===== src/include/arb_defines.svh =====
`ifndef ARB_DEFINES_SVH
`define ARB_DEFINES_SVH

// requester count and hold counter sizing
`define ARB_NUM_REQ   5
`define ARB_HOLD_W    3
`define ARB_HOLD_RST  4      // owner gets four extra cycles after reset

// apb register offsets
`define ARB_ADDR_CTRL 8'h00
`define ARB_ADDR_MASK 8'h04
`define ARB_ADDR_HOLD 8'h08
`define ARB_ADDR_STAT 8'h0C
`define ARB_ADDR_CNT  8'h10

`endif


===== src/hdl/arb_pkg.sv =====
`include "arb_defines.svh"

package arb_pkg;

   ////////////////////
   // vector types
   ////////////////////

   // one bit per requester, bit i is requester i
   typedef logic [`ARB_NUM_REQ-1:0] arb_req_t;   // req, mask and gnt

   // hold limit and the running hold count
   typedef logic [`ARB_HOLD_W-1:0] arb_hold_t;

   ////////////////////
   // register map
   ////////////////////

   typedef enum logic [7:0]
   {
      REG_CTRL = `ARB_ADDR_CTRL,   // bit 0 enable
      REG_MASK = `ARB_ADDR_MASK,   // 1 blocks requester
      REG_HOLD = `ARB_ADDR_HOLD,   // hold limit
      REG_STAT = `ARB_ADDR_STAT,   // current grant, ro
      REG_CNT  = `ARB_ADDR_CNT     // handoff count, ro
   } arb_reg_e;

endpackage


===== src/hdl/arb_cfg_if.sv =====
`timescale 1ns/100ps

// config out of the register block, status back from the core
interface arb_cfg_if;
   import arb_pkg::*;

   ////////////////////
   // regs -> core
   ////////////////////
   logic      enable;      // ctrl bit 0
   arb_req_t  mask;        // 1 = requester blocked
   arb_hold_t hold_limit;  // extra cycles an owner may keep the grant

   ////////////////////
   // core -> regs
   ////////////////////
   arb_req_t  gnt;         // registered one-hot grant, zero when idle
   logic      handoff;     // one cycle pulse per new owner

   modport regs
   (
      output enable, mask, hold_limit,
      input  gnt, handoff
   );

   modport core
   (
      input  enable, mask, hold_limit,
      output gnt, handoff
   );

endinterface


===== src/hdl/arb_regs.sv =====
`timescale 1ns/100ps
`include "arb_defines.svh"

module arb_regs
(
   input  logic        clk,
   input  logic        rst,
   input  logic [7:0]  paddr,
   input  logic        psel,
   input  logic        penable,
   input  logic        pwrite,
   input  logic [31:0] pwdata,
   output logic [31:0] prdata,
   output logic        pready,
   output logic        pslverr,
   arb_cfg_if.regs     cfg
);
   import arb_pkg::*;

   localparam int CNT_W = 16;   // handoff counter width, wraps

   arb_reg_e   reg_sel;     // decoded offset
   logic       access;      // apb access phase
   logic       wr_en;
   logic       addr_ok;     // one of the five registers
   logic       ro_hit;      // stat or cnt
   logic [31:0] rd_data;

   logic       enable_q;
   arb_req_t   mask_q;
   arb_hold_t  hold_q;
   logic [CNT_W-1:0] cnt_q;

   assign reg_sel = arb_reg_e'(paddr);
   assign access  = psel & penable;
   assign wr_en   = access & pwrite;

   ////////////////////
   // address decode / read mux
   ////////////////////
   always_comb
   begin
      rd_data = '0;
      addr_ok = 1'b1;
      ro_hit  = 1'b0;
      case (reg_sel)
         REG_CTRL: rd_data[0] = enable_q;
         REG_MASK: rd_data[`ARB_NUM_REQ-1:0] = mask_q;
         REG_HOLD: rd_data[`ARB_HOLD_W-1:0] = hold_q;
         REG_STAT:
         begin
            rd_data[`ARB_NUM_REQ-1:0] = cfg.gnt;   // live grant
            ro_hit = 1'b1;
         end
         REG_CNT:
         begin
            rd_data[CNT_W-1:0] = cnt_q;
            ro_hit = 1'b1;
         end
         default: addr_ok = 1'b0;   // hole in the map
      endcase
   end

   assign prdata  = rd_data;   // sampled by master in access phase
   assign pready  = 1'b1;      // no wait states
   assign pslverr = access & (~addr_ok | (pwrite & ro_hit));

   ////////////////////
   // rw registers
   ////////////////////
   always_ff @(posedge clk)
   begin
      if (rst)
      begin
         enable_q <= 1'b0;
         mask_q   <= '0;
         hold_q   <= arb_hold_t'(`ARB_HOLD_RST);
      end
      else if (wr_en && addr_ok && !ro_hit)   // bad writes dropped
      begin
         case (reg_sel)
            REG_CTRL: enable_q <= pwdata[0];
            REG_MASK: mask_q   <= pwdata[`ARB_NUM_REQ-1:0];
            REG_HOLD: hold_q   <= pwdata[`ARB_HOLD_W-1:0];
            default:  enable_q <= enable_q;
         endcase
      end
   end

   // counts every new owner, idle -> owner included
   always_ff @(posedge clk)
   begin
      if (rst)
         cnt_q <= '0;
      else if (cfg.handoff)
         cnt_q <= cnt_q + 1'b1;   // wraps at max
   end

   assign cfg.enable     = enable_q;
   assign cfg.mask       = mask_q;
   assign cfg.hold_limit = hold_q;

   ////////////////////
   // checks
   ////////////////////

   // error only in an access phase that followed a setup phase
   a_slverr_access: assert property (@(posedge clk) disable iff (rst)
      pslverr |-> (psel && penable && $past(psel && !penable)));

endmodule


===== src/hdl/arb_top.sv =====
`timescale 1ns/100ps

module arb_top
(
   input  logic              clk,
   input  logic              rst,
   // apb slave
   input  logic [7:0]        paddr,
   input  logic              psel,
   input  logic              penable,
   input  logic              pwrite,
   input  logic [31:0]       pwdata,
   output logic [31:0]       prdata,
   output logic              pready,
   output logic              pslverr,
   // requesters
   input  arb_pkg::arb_req_t req,
   output arb_pkg::arb_req_t gnt
);

   // config and status between the two blocks
   arb_cfg_if cfg_i ();

   ////////////////////
   // register block
   ////////////////////
   arb_regs regs_i
   (
      .clk     (clk),
      .rst     (rst),
      .paddr   (paddr),
      .psel    (psel),
      .penable (penable),
      .pwrite  (pwrite),
      .pwdata  (pwdata),
      .prdata  (prdata),
      .pready  (pready),
      .pslverr (pslverr),
      .cfg     (cfg_i.regs)
   );

   ////////////////////
   // arbiter core
   ////////////////////
   rr_arbiter arb_i
   (
      .clk (clk),
      .rst (rst),
      .req (req),
      .cfg (cfg_i.core)
   );

   assign gnt = cfg_i.gnt;   // registered in the core

endmodule


===== src/hdl/rr_arbiter.sv =====
`timescale 1ns/100ps
`include "arb_defines.svh"

module rr_arbiter
(
   input  logic             clk,
   input  logic             rst,
   input  arb_pkg::arb_req_t req,
   arb_cfg_if.core          cfg
);
   import arb_pkg::*;

   arb_req_t  gnt_q;       // one-hot owner, all zero = idle
   arb_hold_t hold_cnt;    // extra cycles owned so far
   logic      handoff_q;

   arb_req_t  req_m;       // masked requests
   arb_req_t  cand;        // waiting requesters other than owner
   arb_req_t  pick;        // next in rotation
   logic      owner_req;   // owner still asking
   logic      at_limit;
   int        owner_idx;

   arb_req_t  gnt_d;
   arb_hold_t cnt_d;

   // first set bit of cand after start, wrapping 4 -> 0
   function automatic arb_req_t rr_pick(int start, arb_req_t vec);
      arb_req_t sel;
      int       idx;
      sel = '0;
      for (int k = `ARB_NUM_REQ; k >= 1; k--)   // nearest offset wins
      begin
         idx = (start + k) % `ARB_NUM_REQ;
         if (vec[idx])
         begin
            sel      = '0;
            sel[idx] = 1'b1;
         end
      end
      return sel;
   endfunction

   assign req_m     = req & ~cfg.mask;     // mask applies at once
   assign cand      = req_m & ~gnt_q;
   assign owner_req = |(gnt_q & req_m);
   assign at_limit  = hold_cnt >= cfg.hold_limit;   // >= covers a lowered limit

   // index of current owner
   always_comb
   begin
      owner_idx = `ARB_NUM_REQ - 1;   // idle, so search begins at 0
      for (int i = 0; i < `ARB_NUM_REQ; i++)
      begin
         if (gnt_q[i])
            owner_idx = i;
      end
   end

   assign pick = rr_pick(owner_idx, cand);

   ////////////////////
   // next grant
   ////////////////////
   always_comb
   begin
      gnt_d = gnt_q;
      cnt_d = '0;
      if (!cfg.enable)
         gnt_d = '0;                  // forced idle
      else if (owner_req)
      begin
         if (at_limit && (pick != '0))
            gnt_d = pick;             // hold used up, someone waiting
         else if (at_limit)
            cnt_d = cfg.hold_limit;   // nobody waiting, stay parked
         else
            cnt_d = hold_cnt + arb_hold_t'(1);
      end
      else
         gnt_d = pick;                // dropped or idle, may be zero
   end

   always_ff @(posedge clk)
   begin
      if (rst)
      begin
         gnt_q     <= '0;
         hold_cnt  <= '0;
         handoff_q <= 1'b0;
      end
      else
      begin
         gnt_q     <= gnt_d;
         hold_cnt  <= cnt_d;
         handoff_q <= (gnt_d != '0) && (gnt_d != gnt_q);   // new owner only
      end
   end

   assign cfg.gnt     = gnt_q;
   assign cfg.handoff = handoff_q;

   ////////////////////
   // checks
   ////////////////////

   a_gnt_onehot: assert property (@(posedge clk) disable iff (rst)
      $onehot0(gnt_q));

   // counter bounded by limit, except the cycle after the limit is rewritten
   a_hold_bound: assert property (@(posedge clk) disable iff (rst)
      ((gnt_q != '0) && $stable(cfg.hold_limit)) |-> (hold_cnt <= cfg.hold_limit));

endmodule


===== config.mk =====
export PLATFORM = sky130hd
export DESIGN_NAME = arb_top
export DESIGN_NICKNAME = d
export VERILOG_FILES = /design/src/hdl/arb_pkg.sv /design/src/hdl/arb_cfg_if.sv /design/src/hdl/arb_regs.sv /design/src/hdl/arb_top.sv /design/src/hdl/rr_arbiter.sv
export VERILOG_INCLUDE_DIRS = /design/src /design/src/include
export SDC_FILE = /design/constraint.sdc
export NUM_CORES = 1
export LEC_CHECK = 0
export BUFFER_PORTS_ARGS = -buffer_cell sky130_fd_sc_hd__buf_2
export CORE_MARGIN = 10
export CORE_UTILIZATION = 45
export CTS_BUF_LIST = sky130_fd_sc_hd__clkbuf_8
export CTS_CLUSTER_SIZE = 25
export DETAILED_ROUTE_END_ITERATION = 8
export HOLD_SLACK_MARGIN = 0.1
export PLACE_DENSITY = 0.77
export SYNTH_ARGS = -nofsm -noshare
export SYNTH_HDL_FRONTEND = slang
export SYNTH_SLANG_ARGS = --single-unit

===== constraint.sdc =====
create_clock -name clk -period 14.7 [get_ports clk]
set_clock_uncertainty 0.15 [all_clocks]
set_input_delay 0.735 -clock clk [delete_from_list [all_inputs] [get_ports clk]]
set_output_delay 0.735 -clock clk [all_outputs]
set_load 0.02 [all_outputs]

After elaboration in Yosys (flattened, before gate mapping) --
Cells that the tools add are included.
Cells by class: $add $sub $neg 7, divide/modulo/power cells 5, order comparisons 11, eq/ne operators 5, muxes and demuxes 45, bitwise logic cells 13, reductions and logical operators 20
Operators by type and width (count):
- $ge A32 B1 Y1 const B | 5
- $lt A32 B5 Y1 const B | 5
- $mod A32 B4 Y32 const B | 5
- $add A32 B3 Y32 const B | 2
- $mux W5 | 8
- $add A32 B2 Y32 const B | 1
- $add A32 B4 Y32 const B | 1
- $mux W3 | 6
- $mux W1 | 17
- $add A16 B1 Y16 const B | 1
- $eq A8 B4 Y1 const B | 2
- $and A5 B5 Y5 | 3
- $bmux W1 S3 | 5
- $demux W1 S3 | 5
- $mux W11 | 1
- $not A5 Y5 | 2
- $reduce_bool A5 Y1 | 2
- $reduce_or A5 Y1 | 2
- $logic_and A1 B1 Y1 | 9
- $eq A8 B3 Y1 const B | 1
- $eq A8 B5 Y1 const B | 1
- $logic_not A8 Y1 | 1
- $pmux W2 S4 | 1
- $pmux W2 S3 | 1
- 12 further kinds | 19
Storage, ports and cells: bits in registers 34, input port bits 50, output and inout bits 39, logic and storage cells 113

Depth between registers and ports, before layout --
Gate-level depths: netlist (run 1).
word-level depth 23, depth in mapped cells 29, depth with buffers taken out 25

Modules after synthesis --
From an unflattened synthesis (run 1), not the netlist that was laid out.
Second synthesis, totals: cell total of the unflattened synthesis 605, area, all modules 4588.2 um2
By module, submodules not included:
- rr_arbiter | times used 1, cells an instance 419, area each 2979.1 um2, seq. area each 180.2 um2
- arb_regs | times used 1, cells an instance 186, area each 1609.0 um2, seq. area each 500.5 um2

Least setup slack after synthesis (run 1) --
No wires, ideal clock.
kind reg-to-reg, start point reg arb_i.gnt_q[1], in the netlist arb_i.cfg.gnt[1], end point reg arb_i.hold_cnt[0], library setup time 0.080 ns, arrival 5.600 ns, data required time 14.470 ns, setup slack 8.871 ns, stages on the path, launching flop included 23, path buffers 3, clock period less this slack 5.829 ns, cells stage by stage dfxtp_1 > buf_4 > nand2b_2 > a21oi_2 > buf_2 > buf_2 > inv_1 > ha_1 > clkinv_1 > ha_1 > a211oi_2 > a22oi_4 > xnor2_4 > ha_1 > nand2b_1 > a21oi_4 > mux2i_1 > o211ai_2 > o221ai_1 > or3_1 > o31a_4 > or2_4 > a211oi_2
On the way: longest elaborated chain between the ends 18, elaborated cells between the ends (all ways) 67, classes of those cells add/sub: 5; div: 5; order compare: 10; mux: 34; bitwise: 4; reduce/logical: 9
Ends and longest elaborated chain:
- start, declared | line rr_arbiter.sv:13 | arb_req_t gnt_q;
- start signal, assigned | line rr_arbiter.sv:94 | gnt_q <= gnt_d;
- parallel branches: the longest is 17 deep, another holds $add A32 B4 Y32
- $reduce_or A4 Y1 (no line) *
- end signal, assigned | line rr_arbiter.sv:95 | hold_cnt <= cnt_d;
- end, declared | line rr_arbiter.sv:14 | arb_hold_t hold_cnt;
Mark *: on every way between the ends. The select of a mux whose other input is x is not followed. A chain may end at the register's enable or synchronous reset.

Worst setup path after layout (run 1) --
start point reg arb_i.gnt_q[3], in the netlist arb_i.cfg.gnt[3], end point reg arb_i.hold_cnt[0]
On the way: longest elaborated chain between the ends 16, elaborated cells between the ends (all ways) 65, classes of those cells add/sub: 5; div: 5; order compare: 10; mux: 32; bitwise: 4; reduce/logical: 9
Ends and longest elaborated chain:
- parallel branches: the longest is 15 deep, another holds $add A32 B4 Y32
- $reduce_or A4 Y1 (no line) *
Marks and branches as above.

==> impl_metrics.ini, run 1 <==
[finish]
area_growth_pct = 6.68
nets = 724
layout.cells.non_filler = 770
diodes = 0
postLayoutCoreUtil_pct = 49.7
final_layout_size_suffix_gt1_share_pct = 13.8

[drt]
remaining_drc_errors = 0
ant_nets = 0
vias_per_cell = 6.22
vias = 4791
first_pass_iters = 5
wirelength_mm = 13.5
post_drt_wl_per_cell_um = 17.6
drt-initial-drc-count = 409

[sta]
finalHoldViolCount = 0
final-setup-viol-count = 0
slew_viol_final = 0
max_slew.worst_pin.slew_ns = 0.931
rsz0062_at_grt = no
setup-tns-final_ns = 0
fmax_ghz = 0.140
fin_ws_ns = 7.58
period_share_pct = 48.4
relSlewSlack_pct = 37.3
fin_crit_ns = 7.12

[hold_path]
worst_hold_path_type = reg -> reg
hold_depth = 1

[global_route]
grt_pass1_wl_mm = 21.8
globalRouteMet2Util_pct = 29.5
grt_usage_pct = 17.5
top_usage_layer = met2
grt_antenna_before_repair = 0
grt.overflow.total = 0
grtUsageMet3_pct = 1.86
use_met1_pct = 22.9
grt_max_degree = 29
grt_pass1_vias = 4454

[worst_setup_path]
required_ns = 14.77
arrival_ns = 7.19
end_kind = flop
startpoint_type = flop
rr_worst_depth = 17
crit_path_max_fanout = 18
worstSetupPathType = reg -> reg

[power]
power.leakage_nw = 2.06
vdd_drop_max_mv = 0.0405
powerDensity_nw_per_um2 = 38.1

[clocking]
post_cts_resized = 0
cts_tree = yes
path_clk_slew_ns = 0.07
post_cts_buffers = 0
insertion_delay_ns = 0.29
numCtsBuffers = 5
root_buffer = clkbuf_8
ctsHtreeMaxLevel = 2
cts.sinks = 34
hold_buffers = 0
cts.path.max_buffers = 2

[synth]
synth_edf_count = 0
avgSynthCellArea_um2 = 7.50
synthArstFlopShare_pct = 0
ys_seq_area_share_pct = 14.8
netlist_area_um2 = 4590
synth_cells = 612
synthDistinctLibCells = 101
yosysWarnings = 0
synth_ff_type = dfxtp_1
ys_ff_latch = 34

[floorplan]
dieArea_um2 = 14600
ios = 89
core_area_um2 = 9860
fp-row-count = 36
start_util_pct = 46.5
die_x_um = 121
die_h_um = 121

[outcome]
status = finished, final reports clean

[flow_run]
maxCapViolCount = 0

[place]
gp_congestion = 0.896
pre_cts_slack_ns = 7.73
dp.cells = 762
dp_hpwl_mm = 10.4
io_buffer_count = 44
==> state kept, by name, indices dropped and copies added (netlist names) <==
| signal | cells |
|---|---|
| arb_i.cfg.gnt | 5 |
| arb_i.cfg.handoff | 1 |
| arb_i.hold_cnt | 3 |
| regs_i.cfg.enable | 1 |
| regs_i.cfg.hold_limit | 3 |
| regs_i.cfg.mask | 5 |
| regs_i.cnt_q | 16 |
==> worst max-delay path, stage by stage, from the launching register on <==
cell and delay, ns:
dfxtp_1 0.79, o21ai_0 0.50, ha_1 0.89, clkinv_1 0.62
ha_1 0.41, a211oi_2 0.37, a22oi_4 0.13, xnor2_4 0.29
ha_1 0.35, nand2b_1 0.16, a21oi_4 0.26, mux2i_1 0.17
o211ai_2 0.38, o221ai_1 0.32, or3_1 0.44, o31a_4 0.33
or2_4 0.27, a211oi_2 0.19
==> placed cells by master (no fill, tap or decap), drive strengths merged, types with 7 or more instances in the layout <==
cell type  synthesis  final
nand3             22     22
a211oi            11     11
a21oi             26     26
o31ai              8      8
xnor2             10     10
a32oi              8      8
a31oi             10     10
mux2i             20     20
nand2b             7      7
o21ai             26     26
a21o               7      7
xor2              12     12
and3              24     24
and2               9      9
nor3              16     16
dfxtp             34     34
nor4               7      7
inv               38     39
ha                37     37
nand4              7      7
buf               30     47
conb               2     17
nor2              66     66
nand2             53     53
==> final timing paths <==
path,from,to,slack [ns]
max,arb_i.cfg.gnt[3],arb_i.hold_cnt[0],7.58
min,arb_i.hold_cnt[0],arb_i.hold_cnt[0],0.34
max reg2reg,arb_i.cfg.gnt[3],arb_i.hold_cnt[0],7.58
min reg2reg,arb_i.hold_cnt[0],arb_i.hold_cnt[0],0.34
==> kinds of logic after synthesis <==
logic type | Yosys count | share of synthesized area (%)
AO/OA/AOI/OAI | 167 | 28.9
XOR/XNOR | 22 | 5.01
adder cells (fa/ha/maj) | 38 | 10.5
buffers and inverters | 84 | 8.75
flip-flops | 34 | 14.8
multiplexers | 21 | 4.60
other | 2 | 0.164
AND/OR/NAND/NOR | 244 | 27.3
==> routing by layer <==
layer  part of all wire, %  vias to the layer above
met5                     0                        -
met4                   1.9                        0
met3                   7.7                       27
met2                    47                      227
met1                    43                     2256
li1                      -                     2281
==> cell type report <==
| class | count | area (um2) |
|---|---|---|
| flip-flops and latches | 34 | 681 |
| multi-input cells | 509 | 3570 |
| fillers | 975 | 4970 |
| repair buffers | 47 | 243 |
| clock inverters | 2 | 8.76 |
| clock buffers | 6 | 82.6 |
| well taps | 133 | 166 |
| inverters | 39 | 146 |
==> cell usage after synthesis, types with 7 or more instances <==
master     n  area share (%)
a21oi_1   24             2.6
a211oi_1   8             1.3
nand2_1   53             4.3
buf_4     19             3.1
xor2_1    12             2.3
a21o_1     7             1.1
a31oi_1    9             1.2
dfxtp_1   34              15
nor2_1    66             5.4
nor3_1    15             1.6
a32oi_1    8             1.5
nand4_1    7            0.95
and3_1    24             3.3
clkbuf_1  15             1.2
nand3_1   21             2.3
mux2i_1   20             4.4
ha_1      37              10
xnor2_1    8             1.5
o21ai_0   23             2.5
o31ai_1    7             1.1
inv_1     36             2.9
and2_1     8             1.1
==> where the power goes <==
group / switching [W] / leakage [nW] / internal [W] / total (W)
registers: 0.0000000148 / 0.274 / 0.0000921 / 0.0000921
clock network: 0.0000341 / 0.0524 / 0.0000371 / 0.0000711
logic: 0.0000163 / 1.73 / 0.00000724 / 0.0000235
==> through the flow <==
step	cell area (um2)	total power [W]	hold WS, ns
after CTS	4890	0.000187	0.354
after global routing	4900	0.000193	0.388
final	4900	0.000187	0.345
after floorplan	4650	0.000113	0.303
after detailed placement	4800	0.000117	0.344
after global placement	4800	0.000117	0.319
Power figures use the tool's default switching activity.
==> run 2: changes to the inputs <==
==> constraint.sdc (replaced) <==
create_clock -name clk -period 7.21 [get_ports clk]
set_clock_uncertainty 0.15 [all_clocks]
set_input_delay 0.3605 -clock clk [delete_from_list [all_inputs] [get_ports clk]]
set_output_delay 0.3605 -clock clk [all_outputs]
set_load 0.02 [all_outputs]
==> impl_metrics.ini, run 2 (same netlist as run 1, synthesis figures left out) <==
[sta]
rsz0062_at_grt = no
finalHoldViolCount = 0
period_share_pct = 89.7
fmax_ghz = 0.155
slew_viol_final = 0
setup-tns-final_ns = 0
max_slew.worst_pin.slew_ns = 0.911
fin_crit_ns = 6.47
relSlewSlack_pct = 38.8
final-setup-viol-count = 0

[drt]
vias_per_cell = 6.14
wirelength_mm = 13.6
remaining_drc_errors = 0
drt-initial-drc-count = 419
post_drt_wl_per_cell_um = 17.6
ant_nets = 0
vias = 4757
first_pass_iters = 5

[place]
dp.cells = 767
io_buffer_count = 44
gp_congestion = 0.958
placed_area_um2 = 4840
dp_hpwl_mm = 10.5

[worst_setup_path]
cp-endpoint = arb_i.cfg.handoff
critPathLaunch = arb_i.cfg.gnt[1]
critPathSlowestCell = or4_4
required_ns = 7.20
r2r-end = arb_i.cfg.handoff
startpoint_type = flop
worstSetupPathType = reg -> reg
rr_worst_depth = 19
rrSetupSlack_ns = 0.74
arrival_ns = 6.46
regToRegStartpoint = arb_i.cfg.gnt[1]
end_kind = flop
path_cells = or4_4 -> nand2_1 -> inv_1 -> ha_1 -> nand2b_1 -> a21boi_0 -> xnor2_1 -> ha_1 -> inv_1 -> fa_1 -> o2bb2ai_1 -> o2111ai_1 -> a32oi_1 -> o2111ai_1 -> o311ai_0 -> or3_1 -> nor2_1 -> a41oi_1 -> a31oi_1
cp_slowest_stage_delay_ns = 0.74
crit_path_max_fanout = 13

[flow_run]
maxCapViolCount = 0

[global_route]
grt_pass1_vias = 4477
grtUsageMet3_pct = 2.51
grt_pass1_wl_mm = 22.1
grt_antenna_before_repair = 0
top_usage_layer = met2
use_met1_pct = 23.4
grt_max_degree = 29
grt.overflow.total = 0
grt_usage_pct = 17.7
globalRouteMet2Util_pct = 29.0

[clocking]
cts.path.max_buffers = 2
insertion_delay_ns = 0.28
post_cts_resized = 0
cts_tree = yes
numCtsBuffers = 5
post_cts_buffers = 0
cts.sinks = 34
ctsHtreeMaxLevel = 2
root_buffer = clkbuf_8
path_clk_slew_ns = 0.07
hold_buffers = 0

[finish]
area_growth_pct = 7.49
nets = 729
stdcell_area_um2 = 4940
layout.cells.non_filler = 775
postLayoutCoreUtil_pct = 50.0
final_layout_size_suffix_gt1_share_pct = 14.5
top_register = regs_i.cnt_q
final_cell_mix = nor2_1, nand2_1, buf_2
layout_commonest_cell = nor2_1
diodes = 0
largest_reg_flops = 16

[floorplan]
ios = 89
die_h_um = 121
start_util_pct = 46.5
die_x_um = 121
core_area_um2 = 9860
fp-row-count = 36
dieArea_um2 = 14600

[outcome]
status = finished, final reports clean

[power]
vdd_drop_max_mv = 0.0715
powerDensity_nw_per_um2 = 77.0
power.leakage_nw = 2.08

[hold_path]
worst_hold_path_type = in -> reg
[run 2: changes by cell type in the layout (fill, tap and decap cells not counted)]
cell,before,now
buf_4,3,8
[run 2: per-layer routing]
layer	wire, um	share of wire (%)
met4	242	1.8
met3	1210	8.9
met2	6270	46
met1	5890	43
met5	0	0
[run 2: worst max-delay path: cells and delay by family, from the launching register on]
family	cells	cell delay [ns]
AOI/OAI and AO/OA	8	2.44
and+or+nand+nor	5	1.61
adders and majority gates	3	1.02
DFF	1	0.50
buffers and inverters	2	0.33
xor gates and xnor gates	1	0.27
[run 2: how the worst min path moves through the flow]
stage	start	end	slack [ns]	cells past startpoint
after floorplan	arb_i.hold_cnt[0]	arb_i.hold_cnt[0]	0.30	1
after global placement	arb_i.hold_cnt[0]	arb_i.hold_cnt[0]	0.32	1
after detailed placement	arb_i.hold_cnt[0]	arb_i.hold_cnt[0]	0.35	1
after CTS	pwdata[3]	regs_i.cfg.mask[3]	0.17	3
after global routing	pwdata[3]	regs_i.cfg.mask[3]	0.18	3
final	pwdata[3]	regs_i.cfg.mask[3]	0.17	3
[run 2: through the flow]
step	power, W	worst slack, ns	hold WS (ns)
after floorplan	0.000230	1.38	0.303
after detailed placement	0.000238	0.898	0.353
after global placement	0.000237	1.05	0.321
after global routing	0.000396	0.406	0.176
final	0.000380	0.744	0.168
after CTS	0.000380	0.867	0.165
[run 2: cell type report]
class,instances,area (um2)
Inverter,39,146
Clock inverter,2,8.76
Clock buffer,6,82.6
Tap cell,133,166
Sequential cell,34,681
Timing Repair Buffer,52,280
Fill cell,971,4930
Multi-Input combinational cell,509,3570
[run 2: report_power, final]
part           switching [W]  internal (W)
clock network      0.0000687     0.0000756
registers       0.0000000283      0.000188
logic              0.0000333     0.0000148
==> run 3: changes to the inputs <==
--- a/config.mk
+++ b/config.mk
@@ -6,11 +6,11 @@
 export SDC_FILE = /design/constraint.sdc
 export NUM_CORES = 1
 export LEC_CHECK = 0
-export BUFFER_PORTS_ARGS = -buffer_cell sky130_fd_sc_hd__buf_2
+export BUFFER_PORTS_ARGS = -buffer_cell sky130_fd_sc_hd__clkbuf_2
 export CORE_MARGIN = 10
 export CORE_UTILIZATION = 45
 export CTS_BUF_LIST = sky130_fd_sc_hd__clkbuf_8
-export CTS_CLUSTER_SIZE = 25
+export CTS_CLUSTER_SIZE = 8
 export DETAILED_ROUTE_END_ITERATION = 8
 export HOLD_SLACK_MARGIN = 0.1
 export PLACE_DENSITY = 0.77
==> impl_metrics.ini, run 3 (same netlist as run 1, synthesis figures left out) <==
[sta]
max_slew.worst_pin.slew_ns = 0.977
final-setup-viol-count = 0
relSlewSlack_pct = 34.3
fmax_ghz = 0.155
fin_crit_ns = 6.47
setup-tns-final_ns = 0
period_share_pct = 89.7
fin_ws_ns = 0.745
slew_viol_final = 0
rsz0062_at_grt = no
finalHoldViolCount = 0

[floorplan]
dieArea_um2 = 14600
ios = 89
die_h_um = 121
fp-row-count = 36
die_x_um = 121
core_area_um2 = 9860
start_util_pct = 46.5

[global_route]
grtUsageMet3_pct = 2.28
grt_pass1_vias = 4567
top_usage_layer = met2
grt_antenna_before_repair = 0
globalRouteMet2Util_pct = 30.2
use_met1_pct = 23.2
grt_usage_pct = 18.0
grt_pass1_wl_mm = 22.3
grt.overflow.total = 0
grt_max_degree = 29

[power]
vdd_drop_max_mv = 0.0880
power.leakage_nw = 2.07
powerDensity_nw_per_um2 = 77.7

[worst_setup_path]
end_kind = flop
critPathSlowestCell = or4_4
cp_slowest_stage_delay_ns = 0.68
crit_path_max_fanout = 14
required_ns = 7.28
path_cells = or4_4 -> nand2_1 -> inv_1 -> ha_1 -> nand2b_1 -> a21boi_0 -> xnor2_1 -> ha_1 -> nor2b_1 -> a211o_1 -> o21ai_0 -> o21ai_0 -> nor2_1 -> a32oi_1 -> o311ai_0 -> or3_1 -> o31a_4 -> or2_4 -> a211oi_2
worstSetupPathType = reg -> reg
arrival_ns = 6.53
rrSetupSlack_ns = 0.74
startpoint_type = flop

[place]
dp_hpwl_mm = 10.6
gp_congestion = 0.955
io_buffer_count = 44
placed_area_um2 = 4850
pre_cts_slack_ns = 0.959

[flow_run]
maxCapViolCount = 0

[drt]
vias = 4815
post_drt_wl_per_cell_um = 17.6
drt-initial-drc-count = 398
ant_nets = 0
vias_per_cell = 6.20
remaining_drc_errors = 0
wirelength_mm = 13.7
first_pass_iters = 5

[finish]
diodes = 0
final_cell_mix = nor2_1, nand2_1, clkbuf_2
stdcell_area_um2 = 4950
postLayoutCoreUtil_pct = 50.2
layout_commonest_cell = nor2_1
top_register = regs_i.cnt_q
area_growth_pct = 7.74
final_layout_size_suffix_gt1_share_pct = 14.8
nets = 730
largest_reg_flops = 16

[clocking]
post_cts_buffers = 0
root_buffer = clkbuf_8
numCtsBuffers = 5
cts.path.max_buffers = 2
cts.sinks = 34
path_clk_slew_ns = 0.08
insertion_delay_ns = 0.29
hold_buffers = 0
post_cts_resized = 0
cts_tree = yes
ctsHtreeMaxLevel = 2

[hold_path]
worst_hold_path_type = in -> reg

[outcome]
status = finished, final reports clean
run 3: cell types whose count changed in the layout (fill, tap and decap cells not counted):
cell,change
buf_2,-44
buf_4,+1
clkbuf_2,+44
clkinvlp_4,+1
inv_1,-1
run 3: worst paths after layout:
path	endpoint	start	depth (start not counted)
max	arb_i.hold_cnt[0]	arb_i.cfg.gnt[2]	19
min	regs_i.cfg.hold_limit[2]	pwdata[2]	3
min reg2reg	arb_i.hold_cnt[0]	arb_i.hold_cnt[0]	1
max reg2reg	arb_i.hold_cnt[0]	arb_i.cfg.gnt[2]	19
run 3: where the power goes:
part,internal (W),switching [W]
Combinational,0.0000147,0.0000330
Sequential,0.000188,0.0000000278
Clock,0.0000768,0.0000722
run 3: layout make-up:
class | instances | area (um2)
clock buffers | 6 | 82.6
multi-input cells | 509 | 3570
flip-flops and latches | 34 | 681
repair buffers | 53 | 288
clock inverters | 2 | 12.5
fillers | 947 | 4920
well taps | 133 | 166
inverters | 39 | 146
run 3: metal layers:
layer,part of all wire [%],up-vias,wire [um]
met5,0,-,0
met4,1.8,0,243
met3,7.6,26,1030
met2,47,216,6410
met1,44,2286,5990
li1,-,2287,-
run 3: worst max-delay path, delay by kind of cell, from the launching register on:
kind	cells	cell delay [ns]
fa+ha+maj	2	0.52
flops	1	0.50
buf+inv	1	0.26
simple gates	7	2.49
compound gates	8	2.20
xor+xnor	1	0.28
run 3: metrics by stage:
stage                     cells  hold slack [ns]  power (W)
after floorplan             627            0.303   0.000230
after global placement      768            0.327   0.000237
after detailed placement    768            0.335   0.000238
after CTS                   776            0.167   0.000385
after global routing        776            0.178   0.000399
final                       776            0.172   0.000384
